--- config.mk ---
export PLATFORM = sky130hd
export DESIGN_NAME = vlane_driver_top
export DESIGN_NICKNAME = d
export VERILOG_FILES = /design/src/hw/vlane_pkg.sv /design/src/hw/driver_apb_regs.sv /design/src/hw/driver_vlane_interconnect.sv /design/src/hw/lane_issue_gate.sv /design/src/hw/vlane_driver_top.sv
export VERILOG_INCLUDE_DIRS = /design/src /design/src/include
export SDC_FILE = /design/constraint.sdc
export NUM_CORES = 2
export LEC_CHECK = 0
export BUFFER_PORTS_ARGS = -buffer_cell sky130_fd_sc_hd__buf_4
export CORE_AREA = 2 2 463 465
export DETAILED_ROUTE_END_ITERATION = 12
export DIE_AREA = 0 0 465 467
export SYNTH_ARGS = -nofsm -noshare
export SYNTH_HDL_FRONTEND = slang
export SYNTH_SLANG_ARGS = --single-unit
export TNS_END_PERCENT = 5
--- constraint.sdc ---
create_clock -name clk_i -period 1.82 [get_ports clk_i]
set_input_delay 0.091 -clock clk_i [delete_from_list [all_inputs] [get_ports clk_i]]
set_output_delay 0.091 -clock clk_i [all_outputs]
set_load 0.02 [all_outputs]
--- src/include/vlane_settings.svh ---
`ifndef VLANE_SETTINGS_SVH
`define VLANE_SETTINGS_SVH

// Driver and lane geometry
`define VLANE_W_PORTS 4
`define VLANE_R_PORTS 8
`define VLANE_NUM 4

// VRF size, address width is log2 of the depth
`define VLANE_MEM_DEPTH 512
`define VLANE_ADDR_W 9

// Read port allocation entry, and the part of it that names a write port
`define VLANE_RSEL_W 3
`define VLANE_WSEL_W 2

// Command payload widths
`define VLANE_BWEN_W 4
`define VLANE_XDATA_W 32
`define VLANE_CNT_W 16

// APB
`define VLANE_APB_AW 8

`endif

--- src/hw/vlane_pkg.sv ---
`include "vlane_settings.svh"

package vlane_pkg;

    // ALU opcodes, passed through to the lanes as is
    typedef enum logic [3:0] {
        ALU_ADD    = 4'h0,
        ALU_SUB    = 4'h1,
        ALU_AND    = 4'h2,
        ALU_OR     = 4'h3,
        ALU_XOR    = 4'h4,
        ALU_SLL    = 4'h5,
        ALU_SRL    = 4'h6,
        ALU_MUL    = 4'h7,
        ALU_REDSUM = 4'h8,
        ALU_NOP    = 4'hF
    } alu_op_e;

    // APB slave phase
    typedef enum logic [1:0] {
        APB_IDLE,
        APB_SETUP,
        APB_ACCESS
    } apb_phase_e;

    // Register map, indexed groups step by 4 per port or lane
    typedef enum logic [`VLANE_APB_AW-1:0] {
        REG_CTRL       = 8'h00,
        REG_RALLOC     = 8'h04,
        REG_PORT_CMD   = 8'h10,
        REG_PORT_XDATA = 8'h20,
        REG_LANE_WR    = 8'h30,
        REG_LANE_CNT   = 8'h40
    } reg_ofs_e;

endpackage

--- src/hw/driver_apb_regs.sv ---
`timescale 1ns/1ps
`include "vlane_settings.svh"

module driver_apb_regs (
    input  logic clk_i,
    input  logic rst_i,

    // APB slave
    input  logic apb_psel_i,
    input  logic apb_penable_i,
    input  logic apb_pwrite_i,
    input  logic [`VLANE_APB_AW-1:0] apb_paddr_i,
    input  logic [31:0] apb_pwdata_i,
    output logic [31:0] apb_prdata_o,
    output logic apb_pready_o,
    output logic apb_pslverr_o,

    // Counter readback
    input  logic [`VLANE_NUM-1:0][`VLANE_CNT_W-1:0] lane_cnt_i,

    // Command towards the interconnect
    output logic issue_stb_o,
    output logic [`VLANE_NUM-1:0] lane_en_o,
    output logic [`VLANE_R_PORTS-1:0][`VLANE_RSEL_W-1:0] ralloc_o,
    output logic [`VLANE_W_PORTS-1:0][`VLANE_ADDR_W-1:0] port_raddr_o,
    output logic [`VLANE_W_PORTS-1:0] port_ren_o,
    output logic [`VLANE_W_PORTS-2:0][`VLANE_BWEN_W-1:0] port_bwen_o,
    output vlane_pkg::alu_op_e [`VLANE_W_PORTS-1:0] port_op_o,
    output logic [`VLANE_W_PORTS-1:0][`VLANE_XDATA_W-1:0] port_xdata_o,
    output logic [`VLANE_W_PORTS-2:0][`VLANE_ADDR_W-1:0] port_waddr_part_o,
    output logic [`VLANE_NUM-1:0][`VLANE_ADDR_W-1:0] lane_waddr_cmp_o,
    output logic [`VLANE_NUM-1:0][`VLANE_BWEN_W-1:0] lane_bwen_cmp_o
);

    import vlane_pkg::*;

    apb_phase_e apb_phase;
    reg_ofs_e ofs_sel;
    logic [1:0] ofs_idx;
    logic ofs_bad;
    logic apb_wr;
    logic [31:0] rd_data;

    // Register bank
    logic issue_q;
    logic [`VLANE_NUM-1:0] lane_en_q;
    logic [`VLANE_R_PORTS-1:0][`VLANE_RSEL_W-1:0] ralloc_q;
    logic [`VLANE_W_PORTS-1:0][26:0] port_cmd_q;
    logic [`VLANE_W_PORTS-1:0][`VLANE_XDATA_W-1:0] port_xdata_q;
    logic [`VLANE_NUM-1:0][`VLANE_ADDR_W+`VLANE_BWEN_W-1:0] lane_wr_q;

    ////////////////////////////////////////
    // APB decode

    always_comb begin
        if (!apb_psel_i) begin
            apb_phase = APB_IDLE;
        end else if (!apb_penable_i) begin
            apb_phase = APB_SETUP;
        end else begin
            apb_phase = APB_ACCESS;
        end
    end

    // Low group holds single registers, the others are indexed by bits 3..2
    assign ofs_idx = apb_paddr_i[3:2];
    assign ofs_sel = (apb_paddr_i[7:4] == 4'h0) ? reg_ofs_e'(apb_paddr_i)
                                                : reg_ofs_e'({apb_paddr_i[7:4], 4'h0});

    always_comb begin
        rd_data = '0;
        ofs_bad = (apb_paddr_i[1:0] != 2'b00);
        case (ofs_sel)
            REG_CTRL:       rd_data[8 +: `VLANE_NUM] = lane_en_q;
            REG_RALLOC:     rd_data[`VLANE_R_PORTS*`VLANE_RSEL_W-1:0] = ralloc_q;
            REG_PORT_CMD:   rd_data[26:0] = port_cmd_q[ofs_idx];
            REG_PORT_XDATA: rd_data = port_xdata_q[ofs_idx];
            REG_LANE_WR:    rd_data[`VLANE_ADDR_W+`VLANE_BWEN_W-1:0] = lane_wr_q[ofs_idx];
            REG_LANE_CNT:   rd_data[`VLANE_CNT_W-1:0] = lane_cnt_i[ofs_idx];
            default:        ofs_bad = 1'b1;
        endcase
    end

    assign apb_wr = (apb_phase == APB_ACCESS) && apb_pwrite_i && !ofs_bad;

    assign apb_prdata_o  = rd_data;
    assign apb_pready_o  = 1'b1;
    // Counters are read only
    assign apb_pslverr_o = (apb_phase == APB_ACCESS) &&
                           (ofs_bad || (apb_pwrite_i && ofs_sel == REG_LANE_CNT));

    ////////////////////////////////////////
    // Register updates

    always_ff @(posedge clk_i) begin
        if (!rst_i) begin
            issue_q      <= 1'b0;
            lane_en_q    <= '1;
            port_cmd_q   <= '0;
            port_xdata_q <= '0;
            lane_wr_q    <= '0;
            for (int k = 0; k < `VLANE_R_PORTS; k++) begin
                ralloc_q[k] <= `VLANE_RSEL_W'(k % `VLANE_W_PORTS);
            end
        end else begin
            // Issue bit is a pulse, never stored
            issue_q <= apb_wr && (ofs_sel == REG_CTRL) && apb_pwdata_i[0];
            if (apb_wr) begin
                case (ofs_sel)
                    REG_CTRL:       lane_en_q <= apb_pwdata_i[8 +: `VLANE_NUM];
                    REG_RALLOC:     ralloc_q <= apb_pwdata_i[`VLANE_R_PORTS*`VLANE_RSEL_W-1:0];
                    REG_PORT_CMD:   port_cmd_q[ofs_idx] <= apb_pwdata_i[26:0];
                    REG_PORT_XDATA: port_xdata_q[ofs_idx] <= apb_pwdata_i;
                    REG_LANE_WR: begin
                        lane_wr_q[ofs_idx] <= apb_pwdata_i[`VLANE_ADDR_W+`VLANE_BWEN_W-1:0];
                    end
                    default: ;
                endcase
            end
        end
    end

    ////////////////////////////////////////
    // Field extraction

    always_comb begin
        for (int p = 0; p < `VLANE_W_PORTS; p++) begin
            port_raddr_o[p] = port_cmd_q[p][`VLANE_ADDR_W-1:0];
            port_ren_o[p]   = port_cmd_q[p][9];
            port_op_o[p]    = alu_op_e'(port_cmd_q[p][17:14]);
        end
        // Port 0 takes bwen and waddr from the lane registers instead
        for (int p = 1; p < `VLANE_W_PORTS; p++) begin
            port_bwen_o[p-1]       = port_cmd_q[p][13:10];
            port_waddr_part_o[p-1] = port_cmd_q[p][26:18];
        end
        for (int l = 0; l < `VLANE_NUM; l++) begin
            lane_waddr_cmp_o[l] = lane_wr_q[l][`VLANE_ADDR_W-1:0];
            lane_bwen_cmp_o[l]  = lane_wr_q[l][`VLANE_ADDR_W +: `VLANE_BWEN_W];
        end
    end

    assign port_xdata_o = port_xdata_q;
    assign ralloc_o     = ralloc_q;
    assign lane_en_o    = lane_en_q;
    assign issue_stb_o  = issue_q;

endmodule

--- src/hw/driver_vlane_interconnect.sv ---
`timescale 1ns/1ps
`include "vlane_settings.svh"

module driver_vlane_interconnect (
    input  logic clk_i,
    input  logic rst_i,
    input  logic issue_stb_i,

    // Per write port command fields
    input  logic [`VLANE_W_PORTS-1:0][`VLANE_ADDR_W-1:0] port_raddr_i,
    input  logic [`VLANE_W_PORTS-1:0] port_ren_i,
    input  logic [`VLANE_W_PORTS-2:0][`VLANE_BWEN_W-1:0] port_bwen_i,
    input  vlane_pkg::alu_op_e [`VLANE_W_PORTS-1:0] port_op_i,
    input  logic [`VLANE_W_PORTS-1:0][`VLANE_XDATA_W-1:0] port_xdata_i,
    input  logic [`VLANE_W_PORTS-2:0][`VLANE_ADDR_W-1:0] port_waddr_part_i,

    // Complete write port, one per lane
    input  logic [`VLANE_NUM-1:0][`VLANE_ADDR_W-1:0] lane_waddr_cmp_i,
    input  logic [`VLANE_NUM-1:0][`VLANE_BWEN_W-1:0] lane_bwen_cmp_i,

    // Read port allocation table
    input  logic [`VLANE_R_PORTS-1:0][`VLANE_RSEL_W-1:0] ralloc_i,

    // Fanned out to the lanes
    output logic cmd_valid_o,
    output logic [`VLANE_NUM-1:0][`VLANE_W_PORTS-1:0][`VLANE_ADDR_W-1:0] vrf_waddr_o,
    output logic [`VLANE_NUM-1:0][`VLANE_W_PORTS-1:0][`VLANE_BWEN_W-1:0] vrf_bwen_o,
    output vlane_pkg::alu_op_e [`VLANE_NUM-1:0][`VLANE_W_PORTS-1:0] alu_op_o,
    output logic [`VLANE_NUM-1:0][`VLANE_W_PORTS-1:0][`VLANE_XDATA_W-1:0] alu_x_data_o,
    output logic [`VLANE_NUM-1:0][`VLANE_R_PORTS-1:0] vrf_ren_o,
    output logic [`VLANE_NUM-1:0][`VLANE_R_PORTS-1:0][`VLANE_ADDR_W-1:0] vrf_raddr_o
);

    import vlane_pkg::*;

    // Input register layer, loaded on issue
    logic cmd_valid_q;
    logic [`VLANE_W_PORTS-1:0][`VLANE_ADDR_W-1:0] raddr_q;
    logic [`VLANE_W_PORTS-1:0] ren_q;
    logic [`VLANE_W_PORTS-2:0][`VLANE_BWEN_W-1:0] bwen_part_q;
    alu_op_e [`VLANE_W_PORTS-1:0] op_q;
    logic [`VLANE_W_PORTS-1:0][`VLANE_XDATA_W-1:0] xdata_q;
    logic [`VLANE_W_PORTS-2:0][`VLANE_ADDR_W-1:0] waddr_part_q;
    logic [`VLANE_NUM-1:0][`VLANE_ADDR_W-1:0] waddr_cmp_q;
    logic [`VLANE_NUM-1:0][`VLANE_BWEN_W-1:0] bwen_cmp_q;
    logic [`VLANE_R_PORTS-1:0][`VLANE_RSEL_W-1:0] ralloc_q;

    // Write port picked by each read port
    logic [`VLANE_R_PORTS-1:0][`VLANE_WSEL_W-1:0] rsel;

    always_ff @(posedge clk_i) begin
        if (!rst_i) begin
            cmd_valid_q  <= 1'b0;
            raddr_q      <= '0;
            ren_q        <= '0;
            bwen_part_q  <= '0;
            op_q         <= '0;
            xdata_q      <= '0;
            waddr_part_q <= '0;
            waddr_cmp_q  <= '0;
            bwen_cmp_q   <= '0;
            ralloc_q     <= '0;
        end else begin
            cmd_valid_q <= issue_stb_i;
            // Allocation is captured too, so a later RALLOC write waits for the next issue
            if (issue_stb_i) begin
                raddr_q      <= port_raddr_i;
                ren_q        <= port_ren_i;
                bwen_part_q  <= port_bwen_i;
                op_q         <= port_op_i;
                xdata_q      <= port_xdata_i;
                waddr_part_q <= port_waddr_part_i;
                waddr_cmp_q  <= lane_waddr_cmp_i;
                bwen_cmp_q   <= lane_bwen_cmp_i;
                ralloc_q     <= ralloc_i;
            end
        end
    end

    assign cmd_valid_o = cmd_valid_q;

    ////////////////////////////////////////
    // Lane fan-out

    // Entries beyond the port count wrap onto the low bits
    always_comb begin
        for (int k = 0; k < `VLANE_R_PORTS; k++) begin
            rsel[k] = ralloc_q[k][`VLANE_WSEL_W-1:0];
        end
    end

    for (genvar i = 0; i < `VLANE_NUM; i++) begin : g_lane
        for (genvar j = 0; j < `VLANE_W_PORTS; j++) begin : g_wport
            assign alu_op_o[i][j]     = op_q[j];
            assign alu_x_data_o[i][j] = xdata_q[j];
            if (j == 0) begin : g_cmp
                // Complete port, own address and bwen per lane
                assign vrf_waddr_o[i][j] = waddr_cmp_q[i];
                assign vrf_bwen_o[i][j]  = bwen_cmp_q[i];
            end else begin : g_part
                assign vrf_waddr_o[i][j] = waddr_part_q[j-1];
                assign vrf_bwen_o[i][j]  = bwen_part_q[j-1];
            end
        end

        for (genvar k = 0; k < `VLANE_R_PORTS; k++) begin : g_rport
            assign vrf_ren_o[i][k]   = ren_q[rsel[k]];
            assign vrf_raddr_o[i][k] = raddr_q[rsel[k]];
        end
    end

endmodule

--- src/hw/lane_issue_gate.sv ---
`timescale 1ns/1ps
`include "vlane_settings.svh"

module lane_issue_gate (
    input  logic clk_i,
    input  logic rst_i,

    // Registered command valid from the interconnect
    input  logic cmd_valid_i,
    // Enable mask from CTRL
    input  logic [`VLANE_NUM-1:0] lane_en_i,

    output logic [`VLANE_NUM-1:0] lane_valid_o,
    output logic [`VLANE_NUM-1:0][`VLANE_CNT_W-1:0] lane_cnt_o
);

    logic [`VLANE_NUM-1:0][`VLANE_CNT_W-1:0] cnt_q;
    logic [`VLANE_NUM-1:0] cnt_full;

    ////////////////////////////////////////
    // Lane valid

    // Lanes always accept, so the mask is the only qualifier
    assign lane_valid_o = {`VLANE_NUM{cmd_valid_i}} & lane_en_i;

    ////////////////////////////////////////
    // Issue counters

    always_comb begin
        for (int l = 0; l < `VLANE_NUM; l++) begin
            cnt_full[l] = &cnt_q[l];
        end
    end

    always_ff @(posedge clk_i) begin
        if (!rst_i) begin
            cnt_q <= '0;
        end else begin
            for (int l = 0; l < `VLANE_NUM; l++) begin
                // Hold at all ones once saturated
                if (lane_valid_o[l] && !cnt_full[l]) begin
                    cnt_q[l] <= cnt_q[l] + 1'b1;
                end
            end
        end
    end

    assign lane_cnt_o = cnt_q;

endmodule

--- src/hw/vlane_driver_top.sv ---
`timescale 1ns/1ps
`include "vlane_settings.svh"

module vlane_driver_top (
    input  logic clk_i,
    input  logic rst_i,

    // APB slave
    input  logic apb_psel_i,
    input  logic apb_penable_i,
    input  logic apb_pwrite_i,
    input  logic [`VLANE_APB_AW-1:0] apb_paddr_i,
    input  logic [31:0] apb_pwdata_i,
    output logic [31:0] apb_prdata_o,
    output logic apb_pready_o,
    output logic apb_pslverr_o,

    // Lane command ports
    output logic [`VLANE_NUM-1:0] lane_valid_o,
    output logic [`VLANE_NUM-1:0][`VLANE_W_PORTS-1:0][`VLANE_ADDR_W-1:0] lane_vrf_waddr_o,
    output logic [`VLANE_NUM-1:0][`VLANE_W_PORTS-1:0][`VLANE_BWEN_W-1:0] lane_vrf_bwen_o,
    output vlane_pkg::alu_op_e [`VLANE_NUM-1:0][`VLANE_W_PORTS-1:0] lane_alu_op_o,
    output logic [`VLANE_NUM-1:0][`VLANE_W_PORTS-1:0][`VLANE_XDATA_W-1:0] lane_alu_x_data_o,
    output logic [`VLANE_NUM-1:0][`VLANE_R_PORTS-1:0] lane_vrf_ren_o,
    output logic [`VLANE_NUM-1:0][`VLANE_R_PORTS-1:0][`VLANE_ADDR_W-1:0] lane_vrf_raddr_o
);

    import vlane_pkg::*;

    // Regs to interconnect
    logic issue_stb;
    logic [`VLANE_NUM-1:0] lane_en;
    logic [`VLANE_R_PORTS-1:0][`VLANE_RSEL_W-1:0] ralloc;
    logic [`VLANE_W_PORTS-1:0][`VLANE_ADDR_W-1:0] port_raddr;
    logic [`VLANE_W_PORTS-1:0] port_ren;
    logic [`VLANE_W_PORTS-2:0][`VLANE_BWEN_W-1:0] port_bwen;
    alu_op_e [`VLANE_W_PORTS-1:0] port_op;
    logic [`VLANE_W_PORTS-1:0][`VLANE_XDATA_W-1:0] port_xdata;
    logic [`VLANE_W_PORTS-2:0][`VLANE_ADDR_W-1:0] port_waddr_part;
    logic [`VLANE_NUM-1:0][`VLANE_ADDR_W-1:0] lane_waddr_cmp;
    logic [`VLANE_NUM-1:0][`VLANE_BWEN_W-1:0] lane_bwen_cmp;

    // Interconnect to gate, and counters back to regs
    logic cmd_valid;
    logic [`VLANE_NUM-1:0][`VLANE_CNT_W-1:0] lane_cnt;

    driver_apb_regs u_regs (
        .clk_i             (clk_i),
        .rst_i             (rst_i),
        .apb_psel_i        (apb_psel_i),
        .apb_penable_i     (apb_penable_i),
        .apb_pwrite_i      (apb_pwrite_i),
        .apb_paddr_i       (apb_paddr_i),
        .apb_pwdata_i      (apb_pwdata_i),
        .apb_prdata_o      (apb_prdata_o),
        .apb_pready_o      (apb_pready_o),
        .apb_pslverr_o     (apb_pslverr_o),
        .lane_cnt_i        (lane_cnt),
        .issue_stb_o       (issue_stb),
        .lane_en_o         (lane_en),
        .ralloc_o          (ralloc),
        .port_raddr_o      (port_raddr),
        .port_ren_o        (port_ren),
        .port_bwen_o       (port_bwen),
        .port_op_o         (port_op),
        .port_xdata_o      (port_xdata),
        .port_waddr_part_o (port_waddr_part),
        .lane_waddr_cmp_o  (lane_waddr_cmp),
        .lane_bwen_cmp_o   (lane_bwen_cmp)
    );

    driver_vlane_interconnect u_icon (
        .clk_i             (clk_i),
        .rst_i             (rst_i),
        .issue_stb_i       (issue_stb),
        .port_raddr_i      (port_raddr),
        .port_ren_i        (port_ren),
        .port_bwen_i       (port_bwen),
        .port_op_i         (port_op),
        .port_xdata_i      (port_xdata),
        .port_waddr_part_i (port_waddr_part),
        .lane_waddr_cmp_i  (lane_waddr_cmp),
        .lane_bwen_cmp_i   (lane_bwen_cmp),
        .ralloc_i          (ralloc),
        .cmd_valid_o       (cmd_valid),
        .vrf_waddr_o       (lane_vrf_waddr_o),
        .vrf_bwen_o        (lane_vrf_bwen_o),
        .alu_op_o          (lane_alu_op_o),
        .alu_x_data_o      (lane_alu_x_data_o),
        .vrf_ren_o         (lane_vrf_ren_o),
        .vrf_raddr_o       (lane_vrf_raddr_o)
    );

    lane_issue_gate u_gate (
        .clk_i        (clk_i),
        .rst_i        (rst_i),
        .cmd_valid_i  (cmd_valid),
        .lane_en_i    (lane_en),
        .lane_valid_o (lane_valid_o),
        .lane_cnt_o   (lane_cnt)
    );

endmodule

======== Yosys cells after proc, flatten, opt, wreduce, memory -nomap -nowiden ========
Index checks and enable logic that the tools add are counted.
storage, ports and cells
  bits in registers ....................... 673
  input port bits ......................... 45
  output and inout bits ................... 1142
cells by class
  add/subtract/negate cells ............... 4
  magnitude comparators ................... 10
  eq/ne operators ......................... 6
  multiplexer cells ....................... 60
  bitwise logic cells ..................... 1
  reductions and logical operators ........ 30
operator list
  operator                                                     count
  binary-select mux 9 bit (select 2 bit)                       8
  bitwise mux 128 bit                                          1
  bitwise mux 108 bit                                          1
  two-way mux 9 bit                                            8
  adder 16 x 1 -> 16 bit (second input constant)               4
  binary-select mux 32 bit (select 2 bit)                      1
  demux 32 bit (select 2 bit)                                  1
  two-way mux 32 bit                                           2
  AND reduction 16 bit                                         4
  binary-select mux 27 bit (select 2 bit)                      1
  demux 27 bit (select 2 bit)                                  1
  two-way mux 27 bit                                           2
  bitwise mux 52 bit                                           1
  case mux 8 bit (5 select lines)                              1
  binary-select mux 16 bit (select 2 bit)                      1
  less-than comparator 2 x 3 -> 1 bit (second input constant)  9
  binary-select mux 13 bit (select 2 bit)                      1
  demux 13 bit (select 2 bit)                                  1
  two-way mux 13 bit                                           2
  case mux 4 bit (6 select lines)                              1
  case mux 8 bit (3 select lines)                              1
  binary-select mux 1 bit (select 2 bit)                       8
  == test 8 x 6 -> 1 bit (second input constant)               2
  two-way mux 16 bit                                           1
  other kinds (21)                                             48

======== Longest topological paths before layout ========
  word-level depth ........................ 9
  gate-level depth with buffers ........... 8
  gate-level depth less buffers ........... 6

======== By module ========
From an unflattened synthesis, not the netlist that was laid out.
unflattened totals
  cell total of the unflattened synthesis .. 3876
  area, all modules ....................... 38050.2 um^2
modules (own cells, without submodules)
  module                     instances  cells an instance  area an instance (um^2)  sequential area each (um^2)
  driver_vlane_interconnect  1          1825               19133.4                  5845.6
  driver_apb_regs            1          1649               15558.7                  6346.1
  lane_issue_gate            1          402                3358.2                   1281.2

======== Least setup slack after synthesis ========
No wires, ideal clock.
  kind .................................... reg2out
  start point ............................. reg u_icon.ralloc_q[9] (netlist name)
  end point ............................... out lane_vrf_raddr_o[100] (netlist name)
  arrival time ............................ 1.702 ns
  setup slack ............................. 0.027 ns
  cell stages (with the launch flop) ...... 4
  buffers on the path ..................... 2
  path through ............................ dfxtp_1 -> buf_1 -> mux4_2 -> buf_4
RTL lines
  item                    RTL line                         text
  start, declared         driver_vlane_interconnect.sv:46  logic [`VLANE_R_PORTS-1:0][`VLANE_RSEL_W-1:0] ralloc_q;
  start signal, assigned  driver_vlane_interconnect.sv:75  ralloc_q <= ralloc_i;
  end, declared           vlane_driver_top.sv:25           output logic [`VLANE_NUM-1:0][`VLANE_R_PORTS-1:0][`VLANE_ADDR_W-1:0] lane_vrf_raddr_o

======== Final worst setup path ========
  start point ............................. reg u_gate.cnt_q, in the netlist u_gate.lane_cnt_o[49]
  end point ............................... out apb_prdata_o[1]
on the way
  word-level cells in the longest chain between the ends .. 3
RTL lines
  item                                      RTL line                text
  start, declared                           lane_issue_gate.sv:17   logic [`VLANE_NUM-1:0][`VLANE_CNT_W-1:0] cnt_q;
  start signal, assigned by index           lane_issue_gate.sv:42   cnt_q[l] <= cnt_q[l] + 1'b1;
  binary-select mux 16 bit (select 2 bit)   driver_apb_regs.sv:79   REG_LANE_CNT: rd_data[`VLANE_CNT_W-1:0] = lane_cnt_i[ofs_idx];
  two-way mux 16 bit (implied by the code)  driver_apb_regs.sv:79
  case mux 8 bit (5 select lines)           driver_apb_regs.sv:73   case (ofs_sel)
  end, declared                             vlane_driver_top.sv:14  output logic [31:0] apb_prdata_o,
Every way passes these cells. The select of a mux whose other input is x is not followed.

==> flow_summary.json <==
{
  "worstRegToRegCells": 7,
  "mappedNetlistNets": 3907,
  "cts_root_buf": "clkbuf_16",
  "grt_overflow": 0,
  "outcome": "finished, violations left",
  "hold_viol_final": 0,
  "cp_max_fo": 2,
  "drive_gt1_share_pct": 44.74,
  "worstPathCellList": "buf_6 -> mux4_2 -> a22oi_2 -> nand3_2 -> buf_8",
  "required_ps": 1730,
  "fmax_ghz": 0.4258,
  "synth_area_mm2": 0.03513,
  "htreeDepth": 3,
  "fin_hold_ws_ps": 84.07,
  "ys_ff_latch": 673,
  "drc": 0,
  "place_hpwl_um": 144700,
  "tritoncts": "yes",
  "port_buffers": 1185,
  "numCtsBuffers": 81,
  "arrival_ps": 2260,
  "power_mw": 33.26,
  "yosysTopAreaCell": "dfxtp_1",
  "synth_most_common_cell": "buf_4",
  "fin_ws_ps": -528.5,
  "ir_worst_vdd_v": 0.0006398,
  "detail-route-antenna-nets": 0,
  "fin_skew_ps": 57.90,
  "leakage_nw": 18.85,
  "ys_warn_count": 0,
  "cts.clk_slew.worst_paths_ps": 60,
  "async_reset_ff_share_pct": 0,
  "synth_area_leaders": "dfxtp_1 (38%), buf_4 (17%), mux4_2 (11%)",
  "relSlewSlack_pct": 55.63,
  "syn_inst": 3858,
  "clock_path_buffers": 3,
  "drt_first_pass_iters": 6,
  "maxCapViolCount": 0,
  "initial_core_util_pct": 16.60,
  "synth_cell_types": 61,
  "io_pins": 1187,
  "multiInputGateArea_mm2": 0.01503,
  "clk_latency_ps": 720,
  "hp-class": "input port to flip-flop",
  "critPathSlowestCell": "mux4_2",
  "grt_pass1_vias": 27660,
  "die_w_um": 465,
  "wl_per_cell_um": 25.25,
  "dieHeight_um": 467,
  "fin_util_pct": 22.78,
  "setup_tns_ps": -133240,
  "track_usage_pct": 16.13,
  "wl_um": 184700,
  "grt_pass1_wl_um": 242700,
  "seq_area_frac_synth_pct": 38.35,
  "hold_path_depth": 7,
  "core_mm2": 0.2117,
  "areaGrowthSynthToFinish_pct": 37.27,
  "synth_edf_count": 0,
  "fillerInstances": 22590,
  "rsz0062_at_grt": "yes",
  "synth_top_area_share_pct": 38.35,
  "num_vias": 30050,
  "ys.flop_type": "dfxtp_1",
  "min_period_ps": 2349,
  "seq_area_mm2": 0.01367,
  "yosys-top-cells-count": "buf_4 (806), dfxtp_1 (673), nand2_1 (649), nor2_1 (363), mux2i_1 (315)",
  "rows": 169,
  "avgSynthCellArea_um2": 9.107,
  "end_kind": "primary output",
  "worst_pin_slew_ps": 664.6,
  "via_per_inst": 4.107,
  "antenna_found_initial": 17,
  "nets": 4462,
  "start_kind": "flip-flop",
  "slew_violations": 0,
  "drt_iter0_markers": 2717,
  "grt_max_degree": 82,
  "setup_violations": 352,
  "powerDensity_mw_per_mm2": 689.7,
  "min_period_over_period_pct": 129.0,
  "clkSinkCount": 673,
  "worstSetupPathType": "flip-flop to primary output",
  "slowest_delay_ps": 470,
  "gp_congestion": 0.8815,
  "violations": "negative setup slack",
  "die_area_mm2": 0.2172
}
[metal layers]
metal,track usage [%],vias up,share of wire [%]
met5,0,-,0.0065
li1,-,13420,-
met1,19.96,14850,41
met2,27.84,1582,49
met3,3.004,200,6.9
met4,5.677,2,3.5
[cells by family (layout without fill, tap and decap cells)]
logic type	after synthesis	count (layout)	share of synthesized area, %
AO/OA/AOI/OAI	407	407	6.414
XOR/XNOR	37	37	0.9224
adder cells (fa/ha/maj)	4	4	0.1425
buffers and inverters	1051	1670	20.08
flip-flops	673	673	38.35
multiplexers	486	486	19.81
other	1	21	0.01067
AND/OR/NAND/NOR	1199	1199	14.28
[registers in the layout, summed over array words and instances, names as in the netlist, 4 cells and up]
signal / flops
u_icon.alu_op_o: 16
u_regs.port_raddr_o: 36
u_icon.alu_x_data_o: 128
u_gate.lane_cnt_o: 64
u_regs.lane_en_o: 4
u_regs.port_cmd_q: 13
u_icon.ralloc_q: 16
u_icon.raddr_q: 36
u_regs.lane_waddr_cmp_o: 36
u_icon.ren_q: 4
u_regs.lane_bwen_cmp_o: 16
u_regs.port_bwen_o: 12
u_regs.port_waddr_part_o: 27
u_regs.port_ren_o: 4
u_icon.vrf_bwen_o: 28
u_regs.ralloc_o: 24
u_regs.port_op_o: 16
u_icon.vrf_waddr_o: 63
u_regs.port_xdata_o: 128
[path summary, 6_finish.rpt]
check	startpoint	end	slack, ps
max	u_gate.lane_cnt_o[49]	apb_prdata_o[1]	-530
min	apb_paddr_i[6]	u_regs.ralloc_o[11]	80
max reg2reg	u_gate.lane_cnt_o[54]	u_gate.lane_cnt_o[63]	20
min reg2reg	u_regs.port_cmd_q[12]	u_regs.port_cmd_q[12]	460
[critical path: cells and delay by family (launching register included)]
family / cells / cell delay [ps]
buffers and inverters: 2 / 300
muxes: 1 / 470
and+or+nand+nor: 1 / 140
DFF: 1 / 330
AOI/OAI and AO/OA: 1 / 290
[cell usage in the layout (no fill, tap or decap), drive strengths merged, types with 35 or more instances in the layout]
master,netlist,final
dfxtp,673,673
nand2,649,649
nand3,80,80
mux2i,315,315
mux4,167,167
dlygate4sd3,0,35
buf,899,1476
a21oi,318,318
clkbuf,141,112
nor2,366,366
[power breakdown]
| part | total, mW | switching [mW] | internal (mW) |
|---|---|---|---|
| clock | 17.4 | 7.31 | 10.1 |
| combinational | 1.16 | 0.778 | 0.377 |
| sequential | 14.7 | 0.00287 | 14.7 |
| total | 33.3 | 8.09 | 25.2 |
[what timing repair did]
item                                   CTS  global route
gates resized for setup                281           107
buffers inserted                        26             2
endpoints found under the hold margin  335             0
gates cloned                             2             0
pin swaps                               29            15
setup endpoints to repair              384           370
hold buffers                            35             0
[layout make-up]
cell class | instances | share of cell area [%]
Antenna cell | 20 | 0.1038
Inverter | 11 | 0.1090
Sequential cell | 673 | 28.34
Clock buffer | 111 | 4.810
Clock inverter | 36 | 1.147
Timing Repair Buffer | 1512 | 27.02
Tap cell | 2821 | 7.319
Multi-Input combinational cell | 2134 | 31.16
[metrics by stage]
step                      setup WS (ps)  cell area (um2)  std cells
after floorplan                   26.93            35130       3858
after global placement           -560.3            43470       7090
after detailed placement         -573.4            43470       7090
after CTS                        -623.4            47760       7296
after global routing             -594.9            48200       7305
final                            -528.5            48230       7318
Note: power is estimated with default switching activity, not from simulation.
